`config.mk`:
```
export PLATFORM = sky130hd
export DESIGN_NAME = fetch_pc_unit
export DESIGN_NICKNAME = d
export VERILOG_FILES = /design/src/verilog/bp_pkg.sv /design/src/verilog/fetch_pc_unit.sv
export VERILOG_INCLUDE_DIRS = /design/src /design/src/verilog
export SDC_FILE = /design/constraint.sdc
export NUM_CORES = 1
export LEC_CHECK = 0
export BUFFER_PORTS_ARGS = -buffer_cell sky130_fd_sc_hd__buf_2
export CAP_MARGIN = 20
export CORE_MARGIN = 10
export CORE_UTILIZATION = 41
export DETAILED_ROUTE_END_ITERATION = 10
export PLACE_DENSITY_LB_ADDON = 0.12
export SYNTH_ARGS = -nofsm -noshare
export SYNTH_HDL_FRONTEND = slang
export SYNTH_SLANG_ARGS = --single-unit
```
`constraint.sdc`:
```
create_clock -name CLK -period 2.51 [get_ports CLK]
set_clock_uncertainty 0.2 [all_clocks]
set_input_delay 0.753 -clock CLK [delete_from_list [all_inputs] [get_ports CLK]]
set_output_delay 0.753 -clock CLK [all_outputs]
set_load 0.03 [all_outputs]
```
`src/verilog/bp_defines.svh`:
```
`ifndef BP_DEFINES_SVH
`define BP_DEFINES_SVH

// instruction address width, counted in instructions
`define BP_PC_W 10

// set index taken from the low pc bits
`define BP_SET_BITS 4

// tag is whatever is left above the set index
`define BP_TAG_W 6

// associativity of the history table
`define BP_WAYS 4

// initial counter for a fresh conditional branch, weakly not taken
`define BP_CTR_BRANCH 2'd1
// jumps start strongly taken
`define BP_CTR_JUMP 2'd3

`endif
```
`src/verilog/bp_pkg.sv`:
```
`default_nettype none

`include "bp_defines.svh"

package bp_pkg;

	// one table entry, 19 bits
	// valid, tag, predicted target, 2-bit saturating counter
	typedef struct packed {
		logic                 valid;
		logic [`BP_TAG_W-1:0] tag;
		logic [`BP_PC_W-1:0]  target;
		logic [1:0]           ctr;
	} bht_entry_t;

	// result of one set search
	typedef struct packed {
		logic                         hit;
		logic [$clog2(`BP_WAYS)-1:0]  way;
		bht_entry_t                   entry;
	} bht_lookup_t;

	// decode stage request to allocate a branch or jump
	typedef struct packed {
		logic                valid;
		logic                is_jump;
		logic                is_branch;
		logic [`BP_PC_W-1:0] pc;
		logic [`BP_PC_W-1:0] target;
	} id_alloc_t;

	// execute stage resolution
	// btype bit 5 beq, 4 bne, 3 blt, 2 bge, 1 bltu, 0 bgeu
	typedef struct packed {
		logic                valid;
		logic                is_jump;
		logic [5:0]          btype;
		logic                zero;
		logic                less;
		logic [`BP_PC_W-1:0] pc;
		logic [`BP_PC_W-1:0] target;
	} exe_resolve_t;

endpackage

`default_nettype wire

```
`src/verilog/fetch_pc_unit.sv`:
```
`default_nettype none
`timescale 1ns/1ns

`include "bp_defines.svh"

module fetch_pc_unit (
	input  wire logic                 CLK,
	input  wire logic                 arst_n,
	input  wire bp_pkg::bht_lookup_t  lookup,
	input  wire logic                 flush,
	input  wire logic [`BP_PC_W-1:0]  redirect_pc,
	output logic [`BP_PC_W-1:0]       if_pc,
	output logic                      if_prediction
);

	logic [`BP_PC_W-1:0] pc_next;

	// taken when the fetch pc hits with a strong or weak taken counter
	assign if_prediction = lookup.hit && lookup.entry.ctr[1];

	// execute correction beats the fetch guess
	always_comb
	begin
		if (flush)
		begin
			pc_next = redirect_pc;
		end
		else if (if_prediction)
		begin
			pc_next = lookup.entry.target;
		end
		else
		begin
			// sequential, addresses count instructions
			pc_next = if_pc + 1'b1;
		end
	end

	// no stalls, pc moves every cycle
	always_ff @(posedge CLK or negedge arst_n)
	begin
		if (!arst_n)
		begin
			if_pc <= '0;
		end
		else
		begin
			if_pc <= pc_next;
		end
	end

endmodule

`default_nettype wire

```
-- Yosys cells after proc, flatten, opt, wreduce, memory -nomap -nowiden
Cells that the tools add are included.
- bitwise logic cells: 0
- add/subtract/negate cells: 1
- magnitude comparators: 0
- equal/unequal tests: 0
- reductions and logical operators: 1
- mux-type cells: 2
- shifts and indexed selects: 0
- $mul: 0
- div/mod/pow operators: 0
- operators with widths (cell ; number):
    10-bit 2-to-1 mux ; 2
    10-bit by 1-bit adder with 10-bit output, second input constant ; 1
    1-bit logical AND ; 1
- ROM bits: 0
- bits in latches: 0
- bits of input ports: 35
- flip-flop bits (word level): 10
- memories: 0
- bits in writable memories: 0
- output and inout port bits: 11
- word-level logic and storage cells: 5

-- Logic depth before layout (Yosys ltp)
Gate-level depths: netlist of the first run.
- depth in word-level cells: 3
- depth in mapped cells: 5

-- Worst setup path before layout of the first run
OpenSTA, ideal clock, no wires.
- path type: input port to output port
- start: in lookup[21] (netlist name)
- end: out if_prediction
- setup slack: 0.352 ns
- arrival: 1.205 ns
- cell stages on the path: 2
- path through: nand2_2 -> clkinv_1
- longest elaborated chain between the ends: 1
- ends and longest elaborated chain (item ; RTL line ; RTL):
    start, declared ; fetch_pc_unit.sv:9 ; input wire bp_pkg::bht_lookup_t lookup,
    1-bit logical AND ; fetch_pc_unit.sv:19 ; assign if_prediction = lookup.hit && lookup.entry.ctr[1];
    end, declared ; fetch_pc_unit.sv:13 ; output logic if_prediction
No other way between the ends.

-- Worst setup path after layout of the first run
Same ends and word-level chain as after synthesis.

==> impl_metrics.env, run 1 <==
export IMPL_status="finished clean"
export IMPL_p_leak_nw=0.4194
export IMPL_power_density_nw_per_um2=556.5
export IMPL_synth_simple_area_share_pct=23.98
export IMPL_initial_core_util_pct=45.60
export IMPL_post_cts_setup_buffers=0
export IMPL_dr_total_vias=627
export IMPL_grt_setup_unrepaired="no"
export IMPL_r2r_start="if_pc[0]"
export IMPL_core_area_um2=1350
export IMPL_endpoint_kind="output port"
export IMPL_dieArea_um2=3452
export IMPL_dp_hpwl_um=1396
export IMPL_worst_slew_pin_slew_ps=393.8
export IMPL_multi_input_area_um2=341.6
export IMPL_portBuffers=35
export IMPL_routedWlPerCell_um=14.26
export IMPL_synth_mux_area_fraction_pct=3.455
export IMPL_synth_compound_area_share_pct=17.48
export IMPL_cts_tree="built"
export IMPL_area_growth_synth_to_final_pct=36.18
export IMPL_synth_top_family_by_area="simple AND/OR/NAND/NOR gates"
export IMPL_fmax_mhz=469.5
export IMPL_cts_buffers=3
export IMPL_synthTopCellsByArea="dfrtp_1 41%, nor2_1 4.9%, xnor2_1 4.3%, xor2_1 4.3%, nand3_1 4.1%"
export IMPL_path_depth=4
export IMPL_max_flop_register="if_pc"
export IMPL_cap_viol_max_count=0
export IMPL_ys_seq_area_share_pct=40.65
export IMPL_path_max_fanout=2
export IMPL_fin_util_pct=62.09
export IMPL_drive_gt1_share_pct=43.40
export IMPL_critPathMostFrequentCell="buf_2"
export IMPL_insertion_delay_ps=250
export IMPL_hold_violations=0
export IMPL_rr_worst_depth=4
export IMPL_synth_edf_count=0
export IMPL_htreeDepth=1
export IMPL_grtUsageTotal_pct=10.18
export IMPL_synth_top_area_share_pct=40.65
export IMPL_synthArstFlopShare_pct=100.0
export IMPL_fin_ws_ps=380.1
export IMPL_crit_chain="buf_2 > nand2_2 > clkinv_1 > buf_2"
export IMPL_vdd_drop_max_mv=0.2788
export IMPL_final_fill_count=132
export IMPL_crit_required_ps=1560
export IMPL_synth_top_cell_by_area="dfrtp_1"
export IMPL_yosys_warnings=0
export IMPL_final_antenna_net_count=0
export IMPL_num_io_pins=46
export IMPL_tns_ps=0
export IMPL_slowest_delay_ps=180
export IMPL_slew_violations=0
export IMPL_path_clk_slew_ps=60
export IMPL_crit_family="buffers and inverters"
export IMPL_rr_endpoint="if_pc[8]"
export IMPL_period_share_pct=84.86
export IMPL_path_class="in -> out"
export IMPL_rows=13
export IMPL_largest_reg_flops=10
export IMPL_synthTopCellsByCount="10 x dfrtp_1, 8 x nor2_1, 6 x nand2_1, 5 x nand3_1"
export IMPL_reg_top3="if_pc (10)"
export IMPL_grt_max_degree=21
export IMPL_synth_distinct_cells=28
export IMPL_cts_path_max_buffers=2
export IMPL_post_cts_resized=0
export IMPL_die_w_um=58.75
export IMPL_clock_sinks=10
export IMPL_grt_pass1_vias=656
export IMPL_setup_viol_count_final=0
export IMPL_dr_pass1_iters=5
export IMPL_drc=0
export IMPL_area_sequential_um2=250.2
export IMPL_synth_area_per_cell_um2=9.053
export IMPL_synth_cells=68
export IMPL_stdcell_count=121
export IMPL_max_slew_margin_pct=73.65
export IMPL_netlist_area_um2=615.6
export IMPL_drtIter0Drc=21
export IMPL_synth_xor_area_share_pct=8.537
export IMPL_gp_routability_congestion=0.7002
export IMPL_dpl_worst_slack_ps=373.2
export IMPL_synth_fa_ha_area_share_pct=2.033
export IMPL_cp_start_kind="input port"
export IMPL_synth_flop_cell="dfrtp_1"
export IMPL_fin_nets=144
export IMPL_grt_ovfl_total=0
export IMPL_layout_min_cycle_time_ps=2130
export IMPL_cpMaxStageDelayCell="buf_2"
export IMPL_grt_pass1_wl_um=2891
export IMPL_syn_num_nets=104
export IMPL_die_y_um=58.75
export IMPL_critPathArrivalTime_ps=1180
export IMPL_synth_seq_cells=10
export IMPL_cts_root_buf="clkbuf_4"
export IMPL_hold_buffers=0
export IMPL_via_per_inst=5.182
export IMPL_cp_buffers_inverters=3
export IMPL_r2r_slack_ps=820
export IMPL_routed_wl_um=1725
export IMPL_hold_class="in -> async"
export IMPL_antenna_found_initial=0
export IMPL_n_antenna_cell=0
export IMPL_synth_most_common_cell="dfrtp_1"
export IMPL_dp_cells=118
[cell families (layout without fill, tap and decap cells)]
logic type | Yosys count | in the layout
compound gates | 14 | 14
xor+xnor | 6 | 6
fa+ha+maj | 1 | 1
buf+inv | 6 | 44
flops | 10 | 10
mux | 2 | 2
simple gates | 29 | 29
[cells in the final DEF, fill, tap and decap left out, types with 2 or more instances in the layout]
cell,Yosys,final
xor2_1,3,3
a21oi_1,3,3
nand3_1,5,5
buf_2,1,35
nand2_1,6,6
inv_1,3,3
buf_4,0,2
nor3_1,3,3
nor2_1,8,8
a221o_1,2,2
nand4_1,2,2
clkbuf_4,0,3
dfrtp_1,10,10
a221oi_1,2,2
xnor2_1,3,3
o21ai_0,3,3
[final cells by class]
type	instances	share of cell area, %
repair buffers	37	22.69
clock buffers	3	2.687
well taps	15	2.239
multi-input cells	52	40.75
flip-flops and latches	10	29.85
inverters	4	1.791
[report_power, final]
group | internal [W] | leakage, nW | switching (W) | total, W
logic | 0.0000634 | 0.288 | 0.0000920 | 0.000155
clock network | 0.0000552 | 0.0138 | 0.0000506 | 0.000106
registers | 0.000180 | 0.117 | 0.0000255 | 0.000205
total | 0.000298 | 0.419 | 0.000168 | 0.000467
[per-stage QoR]
step	hold WS, ps	total power (W)	cell area, um^2
after floorplan	257.4	0.0003057	615.6
after global placement	416.5	0.0003625	815.8
after detailed placement	423.8	0.0003664	815.8
after CTS	147.1	0.0004720	838.3
after global routing	148.3	0.0004960	838.3
final	142.8	0.0004665	838.3
[worst max path at each step]
stage / from / endpoint
after CTS: lookup[21] / if_prediction
final: lookup[21] / if_prediction
after global placement: lookup[21] / if_prediction
after floorplan: lookup[21] / if_prediction
after detailed placement: lookup[21] / if_prediction
after global routing: lookup[21] / if_prediction
[metal layers]
layer / global-route usage (%) / routed length (um)
met3: 4.936 / 139
met4: 1.967 / 0
met1: 10.88 / 713
met2: 17.72 / 872
met5: 0 / 0
Note: power is estimated with default switching activity, not from simulation.
==> run 2, diff against run 1 <==
--- a/config.mk
+++ b/config.mk
@@ -6,10 +6,11 @@
 export SDC_FILE = /design/constraint.sdc
 export NUM_CORES = 1
 export LEC_CHECK = 0
+export ABC_AREA = 1
 export BUFFER_PORTS_ARGS = -buffer_cell sky130_fd_sc_hd__buf_2
 export CAP_MARGIN = 20
 export CORE_MARGIN = 10
-export CORE_UTILIZATION = 41
+export CORE_UTILIZATION = 40
 export DETAILED_ROUTE_END_ITERATION = 10
 export PLACE_DENSITY_LB_ADDON = 0.12
 export SYNTH_ARGS = -nofsm -noshare
==> constraint.sdc (replaced) <==
create_clock -name CLK -period 2.02 [get_ports CLK]
set_clock_uncertainty 0.2 [all_clocks]
set_input_delay 0.606 -clock CLK [delete_from_list [all_inputs] [get_ports CLK]]
set_output_delay 0.606 -clock CLK [all_outputs]
set_load 0.03 [all_outputs]
==> impl_metrics.env, run 2 <==
export IMPL_status="finished, violations left"
export IMPL_violations="hold timing"
export IMPL_synth_flop_cell="dfrtp_1"
export IMPL_clock_sinks=10
export IMPL_synth_most_common_cell="nand2_1"
export IMPL_post_cts_setup_buffers=0
export IMPL_die_y_um=61.37
export IMPL_via_per_inst=4.852
export IMPL_ys_seq_area_share_pct=36.56
export IMPL_final_antenna_net_count=0
export IMPL_stdcell_count=155
export IMPL_fin_nets=177
export IMPL_dp_cells=152
export IMPL_synth_area_per_cell_um2=6.645
export IMPL_slew_violations=0
export IMPL_setup_viol_count_final=0
export IMPL_cts_root_buf="clkbuf_4"
export IMPL_largest_reg_flops=10
export IMPL_synth_distinct_cells=20
export IMPL_grt_ovfl_total=0
export IMPL_initial_core_util_pct=43.90
export IMPL_synthArstFlopShare_pct=100.0
export IMPL_cts_buffers=3
export IMPL_yosys_warnings=0
export IMPL_dr_total_vias=752
export IMPL_critPathArrivalTime_ps=1060
export IMPL_path_max_fanout=4
export IMPL_final_fill_count=161
export IMPL_fmax_mhz=534.8
export IMPL_dp_hpwl_um=1552
export IMPL_antenna_found_initial=0
export IMPL_most_common_layout_cells="35 x nand2_1, 35 x buf_2, 15 x nor2_1"
export IMPL_dieArea_um2=3766
export IMPL_gp_routability_congestion=0.7778
export IMPL_routed_wl_um=1828
export IMPL_grt_setup_unrepaired="no"
export IMPL_cp_start_kind="input port"
export IMPL_cap_viol_max_count=0
export IMPL_syn_num_nets=139
export IMPL_insertion_delay_ps=250
export IMPL_path_class="in -> out"
export IMPL_netlist_area_um2=684.4
export IMPL_endpoint_kind="output port"
export IMPL_hold_violations=6
export IMPL_portBuffers=35
export IMPL_wl_met3_um=175
export IMPL_tns_ps=0
export IMPL_wl_met2_um=818
export IMPL_stdcell_area_um2=885.9
export IMPL_max_flop_register="if_pc"
export IMPL_drive_gt1_share_pct=30.94
export IMPL_core_area_um2=1559
export IMPL_synth_top_cell_by_area="dfrtp_1"
export IMPL_hold_slack_ps=-2.489
export IMPL_drc=0
export IMPL_vdd_drop_max_mv=0.3185
export IMPL_crit_required_ps=1210
export IMPL_rows=14
export IMPL_grt_max_degree=18
export IMPL_synth_top_area_share_pct=36.56
export IMPL_htreeDepth=1
export IMPL_grt_pass1_wl_um=2973
export IMPL_post_cts_resized=0
export IMPL_period_share_pct=92.56
export IMPL_drtIter0Drc=21
export IMPL_cts_tree="built"
export IMPL_max_slew_margin_pct=83.34
export IMPL_worst_slew_pin_slew_ps=249.9
export IMPL_die_w_um=61.37
export IMPL_reg_top3="if_pc (10)"
export IMPL_cts_path_max_buffers=2
export IMPL_synthTopCellsByCount="35 x nand2_1, 15 x nor2_1, 11 x inv_1, 10 x dfrtp_1"
export IMPL_synth_edf_count=0
export IMPL_synth_cells=103
export IMPL_num_io_pins=46
export IMPL_layout_min_cycle_time_ps=1870
export IMPL_dr_pass1_iters=4
export IMPL_hold_buffers=0
export IMPL_wl_met1_um=811
export IMPL_synth_seq_cells=10
export IMPL_area_growth_synth_to_final_pct=29.43
export IMPL_top_layer="met4"
export IMPL_power_density_nw_per_um2=644.4
export IMPL_grtUsageTotal_pct=10.41
export IMPL_synthTopCellsByArea="dfrtp_1 37%, nand2_1 19%, nor2_1 8.2%, nand3_1 6.6%, o21ai_0 6.6%"
export IMPL_routedWlPerCell_um=11.79
export IMPL_hold_class="in -> async"
export IMPL_p_leak_nw=0.5133
export IMPL_n_antenna_cell=0
export IMPL_path_clk_slew_ps=60
export IMPL_grt_pass1_vias=695
export IMPL_placed_area_um2=863.3
## run 2: changes by cell type in the layout (fill, tap and decap cells not counted), moves of 2 or more
| cell | previous run | this run |
|---|---|---|
| a21oi_1 | 3 | 0 |
| a221o_1 | 2 | 0 |
| a221oi_1 | 2 | 0 |
| inv_1 | 3 | 11 |
| nand2_1 | 6 | 35 |
| nand3_1 | 5 | 9 |
| nor2_1 | 8 | 15 |
| nor3_1 | 3 | 0 |
| o21ai_0 | 3 | 9 |
| xnor2_1 | 3 | 1 |
| xor2_1 | 3 | 1 |
## run 2: worst paths after layout
kind                                start            end  slack, ps  depth (start not counted)
setup reg to reg                 if_pc[0]       if_pc[2]        500                          6
hold reg to reg                  if_pc[9]       if_pc[9]        390                          4
setup / recovery               lookup[21]  if_prediction        150                          4
max in group asynchronous          arst_n       if_pc[2]       1430                          1
min in group CLK           redirect_pc[8]       if_pc[8]        340                          3
hold / removal                     arst_n       if_pc[9]         -2                          1
## run 2: routing by layer
layer,track usage (%),vias to the layer above
li1,-,402
met1,12.43,315
met2,16.42,31
met3,4.115,4
met4,4.140,0
met5,0,-
## run 2: kinds of logic after synthesis
group                      Yosys count  share of synthesized area (%)
AOI/OAI and AO/OA                   11                          8.593
xor gates and xnor gates             2                          2.560
adders and majority gates            1                          1.828
buffers and inverters               14                          9.505
DFF                                 10                          36.56
and+or+nand+nor                     65                          40.95
## run 2: cell type report
| type | instances | area, um^2 | share of cell area [%] |
|---|---|---|---|
| Inverter | 11 | 41.29 | 4.661 |
| Clock buffer | 3 | 22.52 | 2.542 |
| Multi-Input combinational cell | 79 | 369.1 | 41.67 |
| Sequential cell | 10 | 250.2 | 28.25 |
| Timing Repair Buffer | 36 | 182.7 | 20.62 |
| Tap cell | 16 | 20.02 | 2.260 |
## run 2: worst max-delay path, stage by stage
cell	delay (ps)
buf_2	80
nand2_2	50
inv_1	110
buf_2	220
## run 2: power by group
group | switching (W) | total, W | internal (W)
sequential | 0.0000240 | 0.000247 | 0.000223
clock | 0.0000595 | 0.000128 | 0.0000684
combinational | 0.000127 | 0.000196 | 0.0000693
## run 2: stage by stage
stage / utilization (%) / worst slack, ps / total power, W / hold WS, ps
after CTS: 56.82 / 157.7 / 0.0005786 / 5.334
final: 56.82 / 150.2 / 0.0005708 / -2.489
after global placement: 55.38 / 162.2 / 0.0004449 / 279.8
after detailed placement: 55.38 / 160.2 / 0.0004485 / 281.1
after floorplan: - / 267.8 / 0.0003784 / 110.4
after global routing: 56.82 / 118.3 / 0.0006106 / 10.39
